==> src/verilog/dagOpPkg.sv <==
package dagOpPkg;

  // Operations offered on the external port.
  typedef enum logic [2:0]
  {
    opNone  = 3'd0,
    opLoadI = 3'd1,
    opLoadL = 3'd2,
    opLoadM = 3'd3,
    opReadI = 3'd4,
    opReadL = 3'd5,
    opReadM = 3'd6,
    opAddr  = 3'd7
  } dagOpE;

  // Steal sequencer states.
  typedef enum logic [1:0]
  {
    stIdle   = 2'd0,
    stAddr   = 2'd1,
    stUpdate = 2'd2
  } stealStE;

  // Which bank drives the data bus on readback.
  typedef enum logic [1:0]
  {
    rkNone = 2'd0,
    rkI    = 2'd1,
    rkL    = 2'd2,
    rkM    = 2'd3
  } rdKindE;

endpackage

==> src/verilog/dagCfgPkg.sv <==
package dagCfgPkg;

  // Selects one of the four registers in an I, L or M bank.
  typedef logic [1:0] regIdxT;

  // Serial port channels that can steal an address cycle.
  localparam int NumChan = 4;

  // Order is arbitration priority, highest first.
  typedef enum logic [1:0]
  {
    chTx0 = 2'd0,
    chTx1 = 2'd1,
    chRx0 = 2'd2,
    chRx1 = 2'd3
  } chanE;

endpackage
==> src/verilog/dagTop.sv <==
`timescale 1ns/1ns

module dagTop import dagCfgPkg::*, dagOpPkg::*; #(
  parameter int AddrWidth = 14,
  parameter int BusWidth  = 16
) (
  input  logic                 DSPCLK,
  input  logic                 RST,
  input  dagOpE                op,
  input  regIdxT               iSel,
  input  regIdxT               mSel,
  input  logic                 postModify,
  input  logic [AddrWidth-1:0] dataIn,
  input  logic [AddrWidth-1:0] newI,
  input  logic                 bitRev,
  output logic                 opReady,
  input  logic [NumChan-1:0]   sreq,
  input  regIdxT [NumChan-1:0] sIdx,
  input  regIdxT [NumChan-1:0] sMod,
  output logic [NumChan-1:0]   sack,
  output logic [AddrWidth-1:0] iOut,
  output logic [AddrWidth-1:0] lOut,
  output logic [AddrWidth-1:0] mOut,
  output logic [AddrWidth-1:0] dma,
  output logic [BusWidth-1:0]  dmd
);

  logic                 iWrEn;
  logic                 lWrEn;
  logic                 mWrEn;
  regIdxT               wrIdx;
  logic [AddrWidth-1:0] iWrData;
  regIdxT               iRdIdx;
  regIdxT               mRdIdx;
  regIdxT               backIdx;
  logic                 addrLoad;
  rdKindE               rdKind;
  logic [AddrWidth-1:0] iVal;
  logic [AddrWidth-1:0] lVal;
  logic [AddrWidth-1:0] mVal;
  logic [AddrWidth-1:0] iBack;
  logic [AddrWidth-1:0] lBack;
  logic [AddrWidth-1:0] mBack;

  dagRegBank #(.AddrWidth(AddrWidth)) iBank (
    .DSPCLK(DSPCLK), .RST(RST), .wrEn(iWrEn), .wrIdx(wrIdx), .wrData(iWrData),
    .rdIdx(iRdIdx), .backIdx(backIdx), .rdData(iVal), .backData(iBack)
  );

  // L is addressed with the I index.
  dagRegBank #(.AddrWidth(AddrWidth)) lBank (
    .DSPCLK(DSPCLK), .RST(RST), .wrEn(lWrEn), .wrIdx(wrIdx), .wrData(dataIn),
    .rdIdx(iRdIdx), .backIdx(backIdx), .rdData(lVal), .backData(lBack)
  );

  dagRegBank #(.AddrWidth(AddrWidth)) mBank (
    .DSPCLK(DSPCLK), .RST(RST), .wrEn(mWrEn), .wrIdx(wrIdx), .wrData(dataIn),
    .rdIdx(mRdIdx), .backIdx(backIdx), .rdData(mVal), .backData(mBack)
  );

  dagControl #(.AddrWidth(AddrWidth)) u_control (
    .DSPCLK(DSPCLK), .RST(RST), .op(op), .iSel(iSel), .mSel(mSel),
    .postModify(postModify), .dataIn(dataIn), .newI(newI),
    .sreq(sreq), .sIdx(sIdx), .sMod(sMod), .opReady(opReady), .sack(sack),
    .iWrEn(iWrEn), .lWrEn(lWrEn), .mWrEn(mWrEn), .wrIdx(wrIdx), .iWrData(iWrData),
    .iRdIdx(iRdIdx), .mRdIdx(mRdIdx), .backIdx(backIdx),
    .addrLoad(addrLoad), .rdKind(rdKind)
  );

  dagAddrOut #(.AddrWidth(AddrWidth), .BusWidth(BusWidth)) u_addrOut (
    .DSPCLK(DSPCLK), .RST(RST), .addrLoad(addrLoad), .bitRev(bitRev),
    .rdKind(rdKind), .iVal(iVal), .lVal(lVal), .mVal(mVal),
    .iBack(iBack), .lBack(lBack), .mBack(mBack),
    .iOut(iOut), .lOut(lOut), .mOut(mOut), .dma(dma), .dmd(dmd)
  );

endmodule

==> src/verilog/dagAddrOut.sv <==
`timescale 1ns/1ns

module dagAddrOut import dagOpPkg::*; #(
  parameter int AddrWidth = 14,
  parameter int BusWidth  = 16
) (
  input  logic                 DSPCLK,
  input  logic                 RST,
  input  logic                 addrLoad,
  input  logic                 bitRev,
  input  rdKindE               rdKind,
  input  logic [AddrWidth-1:0] iVal,
  input  logic [AddrWidth-1:0] lVal,
  input  logic [AddrWidth-1:0] mVal,
  input  logic [AddrWidth-1:0] iBack,
  input  logic [AddrWidth-1:0] lBack,
  input  logic [AddrWidth-1:0] mBack,
  output logic [AddrWidth-1:0] iOut,
  output logic [AddrWidth-1:0] lOut,
  output logic [AddrWidth-1:0] mOut,
  output logic [AddrWidth-1:0] dma,
  output logic [BusWidth-1:0]  dmd
);

  logic [AddrWidth-1:0] iRev;
  logic [AddrWidth-1:0] addrNext;
  logic [BusWidth-1:0]  dmdNext;

  if (BusWidth < AddrWidth)
  begin : gBusCheck
    $error("BusWidth must be at least AddrWidth");
  end

  // Mirror the index for FFT style addressing.
  always_comb
  begin
    for (int b = 0; b < AddrWidth; b++)
    begin
      iRev[b] = iVal[AddrWidth-1-b];
    end
  end

  assign addrNext = bitRev ? iRev : iVal;

  always_comb
  begin
    case (rdKind)
      rkI:     dmdNext = BusWidth'(iBack);
      rkL:     dmdNext = BusWidth'(lBack);
      rkM:     dmdNext = BusWidth'(signed'(mBack)); // Modify values are signed.
      default: dmdNext = '0;
    endcase
  end

  always_ff @(posedge DSPCLK or posedge RST)
  begin
    if (RST)
    begin
      iOut <= '0;
      lOut <= '0;
      mOut <= '0;
      dma  <= '0;
    end
    else if (addrLoad)
    begin
      iOut <= iVal;
      lOut <= lVal;
      mOut <= mVal;
      dma  <= addrNext;
    end
  end

  always_ff @(posedge DSPCLK or posedge RST)
  begin
    if (RST)
    begin
      dmd <= '0;
    end
    else
    begin
      dmd <= dmdNext;                               // One cycle on the bus only.
    end
  end

  dmdIdle: assert property (@(posedge DSPCLK) disable iff (RST)
    (rdKind == rkNone) |=> (dmd == '0))
    else $error("%0t dmd driven without a readback", $time);

endmodule

==> src/verilog/dagControl.sv <==
`timescale 1ns/1ns

module dagControl import dagCfgPkg::*, dagOpPkg::*; #(
  parameter int AddrWidth = 14
) (
  input  logic                 DSPCLK,
  input  logic                 RST,
  input  dagOpE                op,
  input  regIdxT               iSel,
  input  regIdxT               mSel,
  input  logic                 postModify,
  input  logic [AddrWidth-1:0] dataIn,
  input  logic [AddrWidth-1:0] newI,
  input  logic [NumChan-1:0]   sreq,
  input  regIdxT [NumChan-1:0] sIdx,
  input  regIdxT [NumChan-1:0] sMod,
  output logic                 opReady,
  output logic [NumChan-1:0]   sack,
  output logic                 iWrEn,
  output logic                 lWrEn,
  output logic                 mWrEn,
  output regIdxT               wrIdx,
  output logic [AddrWidth-1:0] iWrData,
  output regIdxT               iRdIdx,
  output regIdxT               mRdIdx,
  output regIdxT               backIdx,
  output logic                 addrLoad,
  output rdKindE               rdKind
);

  stealStE stState;
  chanE    grant;
  chanE    winner;
  logic    anyReq;
  logic    accept;
  logic    stealAddr;
  logic    stealUpd;

  assign anyReq    = |sreq;
  assign stealAddr = (stState == stAddr);
  assign stealUpd  = (stState == stUpdate);

  // Lowest channel number wins.
  always_comb
  begin
    winner = chTx0;
    for (int c = NumChan - 1; c >= 0; c--)
    begin
      if (sreq[c])
      begin
        winner = chanE'(c);
      end
    end
  end

  always_ff @(posedge DSPCLK or posedge RST)
  begin
    if (RST)
    begin
      stState <= stIdle;
      grant   <= chTx0;
    end
    else
    begin
      case (stState)
        stIdle:
        begin
          if (anyReq)
          begin
            stState <= stAddr;
            grant   <= winner;                      // Held until the update ends.
          end
        end
        stAddr:  stState <= stUpdate;
        default: stState <= stIdle;
      endcase
    end
  end

  // A pending steal blocks the op port in the same cycle.
  assign opReady = (stState == stIdle) && !anyReq;
  assign accept  = opReady && (op != opNone);

  always_comb
  begin
    iWrEn    = 1'b0;
    lWrEn    = 1'b0;
    mWrEn    = 1'b0;
    addrLoad = 1'b0;
    rdKind   = rkNone;
    if (stealUpd)
    begin
      iWrEn = 1'b1;                                 // Channel's I takes newI.
    end
    else if (stealAddr)
    begin
      addrLoad = 1'b1;
    end
    else if (accept)
    begin
      case (op)
        opLoadI: iWrEn = 1'b1;
        opLoadL: lWrEn = 1'b1;
        opLoadM: mWrEn = 1'b1;
        opReadI: rdKind = rkI;
        opReadL: rdKind = rkL;
        opReadM: rdKind = rkM;
        opAddr:
        begin
          addrLoad = 1'b1;
          iWrEn    = postModify;                    // Post-modify of I[iSel].
        end
        default: rdKind = rkNone;
      endcase
    end
  end

  assign wrIdx   = stealUpd ? sIdx[grant] : ((op == opLoadM) ? mSel : iSel);
  assign iWrData = (stealUpd || (op == opAddr)) ? newI : dataIn;
  assign iRdIdx  = stealAddr ? sIdx[grant] : iSel;  // L follows the I index.
  assign mRdIdx  = stealAddr ? sMod[grant] : mSel;
  assign backIdx = (op == opReadM) ? mSel : iSel;

  always_comb
  begin
    for (int c = 0; c < NumChan; c++)
    begin
      sack[c] = stealUpd && (grant == chanE'(c));
    end
  end

  sackOneHot: assert property (@(posedge DSPCLK) disable iff (RST)
    $onehot0(sack))
    else $error("%0t more than one sack bit high", $time);

  // The channel must keep asking until it has been acknowledged.
  grantHeld: assert property (@(posedge DSPCLK) disable iff (RST)
    (stState != stIdle) |-> sreq[grant])
    else $error("%0t granted channel dropped sreq before sack", $time);

endmodule

==> src/verilog/dagRegBank.sv <==
`timescale 1ns/1ns

module dagRegBank import dagCfgPkg::*; #(
  parameter int AddrWidth = 14
) (
  input  logic                 DSPCLK,
  input  logic                 RST,
  input  logic                 wrEn,
  input  regIdxT               wrIdx,
  input  logic [AddrWidth-1:0] wrData,
  input  regIdxT               rdIdx,
  input  regIdxT               backIdx,
  output logic [AddrWidth-1:0] rdData,
  output logic [AddrWidth-1:0] backData
);

  localparam int NumRegs = 2 ** $bits(regIdxT);

  logic [AddrWidth-1:0] regs [NumRegs];

  always_ff @(posedge DSPCLK or posedge RST)
  begin
    if (RST)
    begin
      for (int r = 0; r < NumRegs; r++)
      begin
        regs[r] <= '0;
      end
    end
    else if (wrEn)
    begin
      regs[wrIdx] <= wrData;                        // Write lands at the edge.
    end
  end

  // Both read ports see the stored value, never the write data.
  assign rdData   = regs[rdIdx];                    // Addressing port.
  assign backData = regs[backIdx];                  // Data bus readback port.

  wrIdxKnown: assert property (@(posedge DSPCLK) disable iff (RST)
    wrEn |-> !$isunknown(wrIdx))
    else $error("%0t dagRegBank write with unknown index", $time);

endmodule

==> config.mk <==
export PLATFORM = sky130hd
export DESIGN_NAME = dagTop
export DESIGN_NICKNAME = d
export VERILOG_FILES = /design/src/verilog/dagOpPkg.sv /design/src/verilog/dagCfgPkg.sv /design/src/verilog/dagTop.sv /design/src/verilog/dagAddrOut.sv /design/src/verilog/dagControl.sv /design/src/verilog/dagRegBank.sv
export SDC_FILE = /design/constraint.sdc
export NUM_CORES = 1
export LEC_CHECK = 0
export ABC_CLOCK_PERIOD_IN_PS = 7710
export BUFFER_PORTS_ARGS = -buffer_cell sky130_fd_sc_hd__buf_2
export CORE_UTILIZATION = 55
export CTS_BUF_LIST = sky130_fd_sc_hd__clkbuf_2
export DETAILED_ROUTE_END_ITERATION = 10
export GPL_TIMING_DRIVEN = 0
export PLACE_DENSITY = 0.78
export SETUP_SLACK_MARGIN = 0.2
export SYNTH_ARGS = -nofsm -noshare
export SYNTH_HDL_FRONTEND = slang
export SYNTH_SLANG_ARGS = --single-unit
==> constraint.sdc <==
create_clock -name DSPCLK -period 7.71 [get_ports DSPCLK]
set_input_delay 1.542 -clock DSPCLK [delete_from_list [all_inputs] [get_ports DSPCLK]]
set_output_delay 1.542 -clock DSPCLK [all_outputs]
set_load 0.1 [all_outputs]
# ---- After elaboration in Yosys (flattened, before gate mapping)
# Index checks and enable logic that the tools add are counted.
dict set report classes {
  order_cmp 6
  eq_ne 16
  mux 61
  bitwise 4
  reduce_logical 14
}
# cell n
set op_table {}
lappend op_table {{two-way mux 14 bit} 15}
lappend op_table {{binary-select mux 14 bit (select 2 bit)} 6}
lappend op_table {{bitwise mux 56 bit} 3}
lappend op_table {{one-hot mux 16 bit (3 select lines)} 1}
lappend op_table {{two-way mux 2 bit} 15}
lappend op_table {{demux 14 bit (select 2 bit)} 1}
lappend op_table {{two-way mux 1 bit} 15}
lappend op_table {{equality test 3 bit, second input constant} 4}
lappend op_table {{>= comparator 3 bit, second input constant} 4}
lappend op_table {{NOT 2 -> 3 bit} 4}
lappend op_table {{equality test 2 bit, second input constant} 5}
lappend op_table {{binary-select mux 2 bit (select 2 bit)} 2}
lappend op_table {{logical AND 1 bit} 7}
lappend op_table {{equality test 2 x 1 -> 1 bit, second input constant} 3}
lappend op_table {{equality test 3 x 2 -> 1 bit, second input constant} 2}
lappend op_table {{one-hot mux 2 bit (3 select lines)} 1}
lappend op_table {{logical NOT 2 bit} 2}
lappend op_table {{one-hot mux 2 bit (2 select lines)} 1}
lappend op_table {{OR reduction 4 bit} 1}
lappend op_table {{equality test 3 x 1 -> 1 bit, second input constant} 1}
lappend op_table {{< comparator 2 x 3 -> 1 bit, second input constant} 1}
lappend op_table {{< comparator 3 x 1 -> 1 bit, second input constant} 1}
lappend op_table {{nonzero test 3 bit} 1}
lappend op_table {{!= test 2 x 1 -> 1 bit, second input constant} 1}
lappend op_table {{4 further kinds} 4}
dict set report word_totals {
  regBits 244
  input_bits 59
  output_inout_bits 77
  elab_cells 120
}

# ---- Depth between registers and ports, before layout
# Gate-level depths: netlist of the first run.
dict set report depth {
  word_depth 9
  mapped_depth 9
  ltp_nobuf 5
}

# ---- Hierarchy
# A second synthesis of the first run with hierarchy kept.
dict set report unflattened {
  hier_cells 749
  hier_area_um2 12015.3
}
# module instances cells_each area_each_um2 seq_area_each_um2
set by_module_without_submodules {}
lappend by_module_without_submodules {dagRegBank 3 155 2767.7 1401.3}
lappend by_module_without_submodules {dagAddrOut 1 202 2951.6 1776.7}
lappend by_module_without_submodules {dagControl 1 82 760.7 100.1}

# ---- Least setup slack after synthesis of the first run
# Ideal clock, no wire load.
dict set report synth_path {
  path_kind {register to output}
  start {register u_control.stState[0]}
  end {output sack[2]}
  arrival_ns 2.797
  t_required_ns 6.168
  path_slack_ns 3.371
  stages_incl_launch_ff 3
  n_path_buf 0
  cell_sequence {dfrtp_1 > nand2b_1 > nor3b_1}
}
dict set report synth_via {
  elab_chain_len 2
}
# item line_no
set synth_rtl {}
lappend synth_rtl {{start, declared} dagControl.sv:31} ;# stealStE stState;
lappend synth_rtl {{start signal, assigned} dagControl.sv:60} ;# stState <= stIdle;
lappend synth_rtl {{start signal, assigned} dagControl.sv:70} ;# stState <= stAddr;
lappend synth_rtl {{start signal, assigned} dagControl.sv:74} ;# stAddr: stState <= stUpdate;
lappend synth_rtl {{equality test 2 bit} dagControl.sv:41} ;# assign stealUpd = (stState == stUpdate);
lappend synth_rtl {{logical AND 1 bit} dagControl.sv:128} ;# sack[c] = stealUpd && (grant == chanE'(c));
lappend synth_rtl {{end, declared} dagTop.sv:20} ;# output logic [NumChan-1:0] sack,
# Every way passes these cells.

# ---- Worst setup path in the final report of the first run
dict set report layout_path {
  start {input sreq[1]}
  end {output opReady}
}
dict set report layout_via {
  elab_chain_len 3
}
# item line_no
set layout_rtl {}
lappend layout_rtl {{start, declared} dagTop.sv:17} ;# input logic [NumChan-1:0] sreq,
lappend layout_rtl {{OR reduction 4 bit} dagControl.sv:39} ;# assign anyReq = |sreq;
lappend layout_rtl {{logical NOT 1 bit} dagControl.sv:81} ;# assign opReady = (stState == stIdle) && !anyReq;
lappend layout_rtl {{logical AND 1 bit} dagControl.sv:81}
lappend layout_rtl {{end, declared} dagTop.sv:16} ;# output logic opReady,
# Every way passes these cells.

==> results_dict.tcl, run 1 <==
set metrics [dict create \
    grt_use_met3 0.0611 \
    ir_drop_uv 332 \
    clk_path_buf_depth 3 \
    nets 1184 \
    grt.total_usage 0.287 \
    cp_data_required_time_ns 6.17 \
    tns_ns 0 \
    antenna_found_initial 1 \
    root_buffer "clkbuf_2" \
    synth_area_sq_um 12400 \
    nFillCells 1648 \
    cts_tree "yes" \
    core_region_area_sq_um 22000 \
    skew_ns 0.0489 \
    syn_area_per_cell_sq_um 13.6 \
    max_freq_mhz 227 \
    start_util 0.566 \
    viasPerCell 6.08 \
    avgRoutedWirePerCell_um 22.1 \
    cp_max_fo 7 \
    grt_use_met2 0.457 \
    min_from "u_addrOut.lOut[13]$_DFFE_PP0P_" \
    routed-via-count 8770 \
    port-buffer-count 134 \
    dieArea_sq_um 23200 \
    synth_fp_nets 975 \
    rows 54 \
    hp-class "reg -> reg" \
    syn_to_final_growth_pct 14.0 \
    fin_crit_ns 4.41 \
    numCtsBuffers 66 \
    maxCapViolCount 0 \
    clock_sinks 243 \
    drive_gt1_frac 0.470 \
    yosys_warnings 0 \
    htree_levels 3 \
    worstSetupStartpoint "sreq[1]" \
    synth_flop_cell "dfrtp_1" \
    post_cts_buffers 0 \
    grtUsageMet1 0.386 \
    max-slew-margin-rel 0.447 \
    leakage_nw 6.93 \
    synth_cells 916 \
    ys_types 50 \
    dpl_cell_area_sq_um 13600 \
    grt_max_degree 43 \
    grt.busiest_layer "met2" \
    drc 9 \
    grt_pass1_wl_mm 50.6 \
    gp_congestion 0.856 \
    synth_seq_cells 243 \
    powerDensity_nw_per_um2 394 \
    setup_viol 0 \
    arrival_ns 2.87 \
    seq_area_frac_synth 0.490 \
    hpwlAfterDp_mm 22.9 \
    clk_latency_ns 0.82 \
    drt_pre_antenna_iters 7 \
    drt_iter0_drc 538 \
    criticalPathCategory "in -> out" \
    multiInputGateArea_sq_um 5940 \
    worstMarginPinSlew_ns 0.827 \
    pin_count 136 \
    fp.dieW_um 152 \
    cts_resized 0 \
    synth_edf_count 0 \
    antenna_left 0 \
    routed_wl_mm 32.0 \
    synthArstFlopShare 1.00 \
    status "finished with violations" \
    final-max-slew-violation-count 0 \
    regArea_sq_um 6080 \
    grt_overflow 0 \
    stdcell_area_sq_um 14200 \
    critPathLaunchType "input port" \
    end_kind "primary output" \
    die_height_um 152 \
    grt_pass1_vias 9106 \
    grt_setup_unrepaired "false" \
    min_period_over_period 0.572 \
    hold_violations 0 \
    r2r-start "u_control.stState[1]$_DFFE_PP0P_" \
    cts_hold_buffers 0 \
    clk_pin_slew_ns 0.09 \
    violations "design-rule violations" \
]
placed cells by master, fill, tap and decap left out, types with 4 or more instances in the layout:
master      n
dfrtp_1   243
o31ai_1    14
nor3b_4     5
buf_6       4
mux2_1      4
a221oi_1   14
buf_2     154
mux2_2    194
buf_4      19
clkinv_1    8
a22oi_1     9
inv_2       4
mux2i_1    77
nand2_1    96
and2_1     14
buf_12      6
o21ai_0    20
and3_1     15
clkbuf_1   18
mux4_1      6
nor2_1     20
clkbuf_2   91
o21ai_1    16
mux4_2     50
a211oi_1   14
layer usage:
layer	vias up	routed length, um
li1	3869	-
met1	4496	13500
met2	328	15400
met3	77	2100
met4	0	953
met5	-	0
registers in the layout, indices dropped and copies added, names as in the netlist:
name	flops
u_addrOut.lOut	14
mBank.regs	56
u_addrOut.mOut	14
u_addrOut.dma	14
u_addrOut.dmd	15
lBank.regs	56
u_control.grant	2
u_control.stState	2
iBank.regs	56
u_addrOut.iOut	14
worst max-delay path: stages:
cell	delay, ns
buf_2	0.12
nor4_2	0.39
and2_1	0.18
buf_2	0.18
buf_2	0.45
worst paths after layout:
path	endpoint	slack (ns)	cells after the start
setup reg to reg	u_addrOut.lOut[10]$_DFFE_PP0P_	4.78	7
min in group asynchronous	u_control.stState[1]$_DFFE_PP0P_	0.78	2
hold reg to reg	u_addrOut.lOut[13]$_DFFE_PP0P_	0.48	2
setup / recovery	opReady	3.30	5
max in group asynchronous	u_addrOut.lOut[13]$_DFFE_PP0P_	5.87	5
hold / removal	u_addrOut.lOut[13]$_DFFE_PP0P_	0.48	2
synthesized netlist by cell type (2+ instances only):
master / instances / area [sq um]
dfrtp_1: 243 / 6080
mux2_2: 194 / 2180
nand2_1: 96 / 360
mux2i_1: 77 / 771
mux4_2: 50 / 1130
buf_2: 20 / 100
nor2_1: 20 / 75.1
o21ai_0: 20 / 100
buf_4: 19 / 143
clkbuf_1: 18 / 67.6
o21ai_1: 16 / 80.1
and3_1: 15 / 93.8
a211oi_1: 14 / 105
a221oi_1: 14 / 123
and2_1: 14 / 87.6
o31ai_1: 14 / 105
a22oi_1: 9 / 67.6
mux4_1: 6 / 158
nor3b_4: 5 / 93.8
buf_6: 4 / 45.0
mux2_1: 4 / 45.0
and2_0: 3 / 18.8
nand3_1: 3 / 15.0
nand3b_1: 3 / 22.5
nand3b_4: 3 / 60.1
o21a_1: 3 / 22.5
buf_8: 2 / 30.0
inv_1: 2 / 7.51
nor2b_1: 2 / 12.5
nor3_1: 2 / 10.0
nor3_4: 2 / 32.5
cell type report:
type,instances,area share
buffer,65,0.0278
tap,280,0.0247
inverter,2,0.000795
antenna,1,0.000177
clock buffer,90,0.0318
sequential,243,0.430
timing repair buffer,141,0.0578
clock inverter,15,0.00778
multi-input combinational,606,0.419
cell families (layout without fill, tap and decap cells):
family	after synthesis	count (layout)	share of synthesized area
other	0	1	0
muxes	333	333	0.347
AOI/OAI and AO/OA	96	96	0.0528
and+or+nand+nor	176	176	0.0774
DFF	243	243	0.490
xor gates and xnor gates	1	1	0.000705
buffers and inverters	67	313	0.0323
metrics by stage:
step / setup WS, ns / hold slack, ns / std cells / utilization / power [W]
floorplan: 2.98 / 0.475 / 916 / - / 0.00407
global placement: 1.55 / 0.460 / 1330 / 0.612 / 0.00462
detailed placement: 3.33 / 0.464 / 1337 / 0.619 / 0.00469
CTS: 3.31 / 0.485 / 1442 / 0.645 / 0.00559
global route: 3.25 / 0.509 / 1443 / 0.645 / 0.00585
finish: 3.30 / 0.483 / 1443 / 0.645 / 0.00558
report_power, final:
group | internal, W | leakage (nW) | switching, W
Combinational | 0.000914 | 3.30 | 0.00193
Clock | 0.000377 | 0.436 | 0.000527
Sequential | 0.00161 | 3.20 | 0.000224
(Power assumes the default switching activity.)
==> inputs of run 2 (changes only) <==
ABC_CLOCK_PERIOD_IN_PS = 4550   (was 7710)
CORE_UTILIZATION = 58   (was 55)
PLACE_DENSITY = 0.79   (was 0.78)
clock period = 4.55 ns   (was 7.71 ns; I/O delays follow)
==> run 2 against run 1 <==
  * The run now ends clean
  * Clock-buffer cell count increased by 3
  * Design area fell by 0.21%
  * Clock power increased by 62%
  * Global-route usage increased by 1.7 points
  * Sequential power increased by 69%
  * Sequential share of layout area is 0.092 points higher
  * Worst hold slack worse by 0.34 ns
  * Critical path type is now reg -> out
  * Critical endpoint unchanged
  * Register-to-register slack worse by 3.1 ns
  * Via count about the same
  * Flip-flop and latch count unchanged
  * Setup slack got worse by 2.0 ns
  * First-iteration DRC count rose by 6.5%
==> results_dict.tcl, run 2 (synthesized netlist as in run 1, its figures left out) <==
set metrics [dict create \
    status "finished, final reports clean" \
    crit_slowest_cell "buf_2" \
    port-buffer-count 134 \
    dpl_cell_area_sq_um 13600 \
    drt_iter0_drc 573 \
    antenna_left 0 \
    routed-via-count 8778 \
    syn_to_final_growth_pct 13.7 \
    cp_top_family "buffers and inverters" \
    stdcell_area_sq_um 14100 \
    criticalPathCategory "reg -> out" \
    start_util 0.591 \
    fp.dieW_um 148 \
    dieArea_sq_um 22000 \
    reg2reg_slack_ns 1.73 \
    pin_count 136 \
    grt_pass1_wl_mm 50.0 \
    final_cell_mix "dfrtp_1 (243), mux2_2 (194), buf_2 (154)" \
    final_util 0.672 \
    power_frac_comb 0.515 \
    leakage_nw 6.91 \
    nFillCells 1608 \
    grt_pass1_vias 8950 \
    clk_latency_ns 0.85 \
    cp_num_buf_inv 2 \
    grt.total_usage 0.303 \
    drive_gt1_frac 0.469 \
    swShare 0.483 \
    drc 0 \
    cp_max_fo 7 \
    hp-class "in -> async" \
    critPathLaunchType "register" \
    internal_power_w 0.00486 \
    crit_top_cell "buf_2" \
    maxCapViolCount 0 \
    htree_levels 2 \
    core_region_area_sq_um 21000 \
    cts_resized 0 \
    setup_viol 0 \
    grt_max_degree 43 \
    final-max-slew-violation-count 0 \
    numCtsBuffers 61 \
    skew_ns 0.0386 \
    holdWs_ns 0.139 \
    rows 53 \
    reg2reg_depth 6 \
    viasPerCell 6.11 \
    drt_pre_antenna_iters 7 \
    min_period_over_period 0.717 \
    arrival_ns 2.35 \
    ir_drop_uv 529 \
    regArea_sq_um 6080 \
    pwr-share-clk 0.155 \
    end_kind "primary output" \
    cp_data_required_time_ns 3.64 \
    p_switching_w 0.00454 \
    multiInputGateArea_sq_um 5940 \
    worstMarginPinSlew_ns 0.910 \
    nets 1179 \
    hold_violations 0 \
    post_cts_buffers 0 \
    fin_crit_ns 3.26 \
    clock_sinks 243 \
    r2r-start "u_control.grant[0]$_DFFE_PP0P_" \
    cts_tree "yes" \
    r2r_end "u_addrOut.lOut[11]$_DFFE_PP0P_" \
    grt_setup_unrepaired "false" \
    clk_path_buf_depth 3 \
    cts_hold_buffers 0 \
    grt_overflow 0 \
    root_buffer "clkbuf_2" \
    hpwlAfterDp_mm 23.0 \
    die_height_um 148 \
    timing.critical_path.cells "nor2_1 -> and2_1 -> buf_2 -> buf_2" \
    antenna_found_initial 1 \
    max-slew-margin-rel 0.391 \
    powerDensity_nw_per_um2 666 \
    clk_pin_slew_ns 0.13 \
    gp_congestion 0.897 \
    avgRoutedWirePerCell_um 22.2 \
    reg.largest.list "iBank.regs: 56 flops, lBank.regs: 56 flops, mBank.regs: 56 flops" \
    max_freq_mhz 306 \
    routed_wl_mm 31.9 \
    cp_slowest_stage_delay_ns 0.45 \
    power_w 0.00941 \
    instances_no_fill 1437 \
    seq_power_share 0.329 \
    dpl.cell_count 1332 \
    layout_commonest_cell "dfrtp_1" \
]
==> run 2: cell count changes in the layout (fill, tap and decap cells not counted) <==
| cell | before | now |
|---|---|---|
| inv_2 | 4 | 0 |
| clkinv_1 | 8 | 9 |
| clkinv_2 | 1 | 0 |
| clkbuf_2 | 91 | 94 |
| bufinv_16 | 2 | 1 |
| clkinvlp_4 | 1 | 2 |
==> run 2: layer usage <==
| metal | up-vias | GRT usage | part of all wire | wire (um) |
|---|---|---|---|---|
| met2 | 367 | 0.495 | 0.49 | 15600 |
| li1 | 3864 | - | - | - |
| met3 | 79 | 0.0607 | 0.075 | 2410 |
| met4 | 0 | 0.116 | 0.030 | 973 |
| met1 | 4468 | 0.403 | 0.40 | 12900 |
| met5 | - | 0 | 0 | 0 |
==> run 2: power groups by stage <==
stage / logic (W) / clock network [W] / registers (W)
2_1_floorplan: 0.00229 / 0 / 0.00461
3_3_place_gp: 0.00474 / 0 / 0.00311
3_5_place_dp: 0.00482 / 0 / 0.00314
4_1_cts: 0.00484 / 0.00149 / 0.00309
5_1_grt: 0.00510 / 0.00160 / 0.00317
6_report: 0.00485 / 0.00146 / 0.00310
==> run 2: how the worst max path moves through the flow <==
stage / start / endpoint / slack, ns / cells after the start
after floorplan: RST / iBank.regs[0]$_DFFE_PP0P_ / 0.45 / 1
after detailed placement: sreq[1] / u_addrOut.mOut[3]$_DFFE_PP0P_ / 1.03 / 8
final: u_control.stState[0]$_DFFE_PP0P_ / opReady / 1.29 / 4
after CTS: u_control.stState[0]$_DFFE_PP0P_ / opReady / 1.25 / 4
after global routing: u_control.stState[0]$_DFFE_PP0P_ / opReady / 1.13 / 4
after global placement: RST / iBank.regs[22]$_DFFE_PP0P_ / -0.95 / 2
==> run 2: final cells by class <==
type | count | area share
Tap cell | 275 | 0.0244
Clock buffer | 93 | 0.0329
Clock inverter | 11 | 0.00505
Inverter | 2 | 0.000797
Multi-Input combinational cell | 606 | 0.420
Timing Repair Buffer | 141 | 0.0579
Sequential cell | 243 | 0.430
Antenna cell | 1 | 0.000177
Buffer | 65 | 0.0279
==> run 2: worst reg2reg max path, delay by kind of cell (launching register included) <==
| family | cells | cell delay [ns] |
|---|---|---|
| buffers and inverters | 2 | 0.75 |
| muxes | 2 | 1.16 |
| DFF | 1 | 0.36 |
| AOI/OAI and AO/OA | 2 | 0.46 |
==> run 2: per-stage QoR <==
| step | worst slack, ns | setup TNS [ns] |
|---|---|---|
| after global routing | 1.13 | 0 |
| after CTS | 1.25 | 0 |
| after detailed placement | 1.03 | 0 |
| after floorplan | 0.450 | 0 |
| after global placement | -0.952 | -227.45 |
| final | 1.29 | 0 |
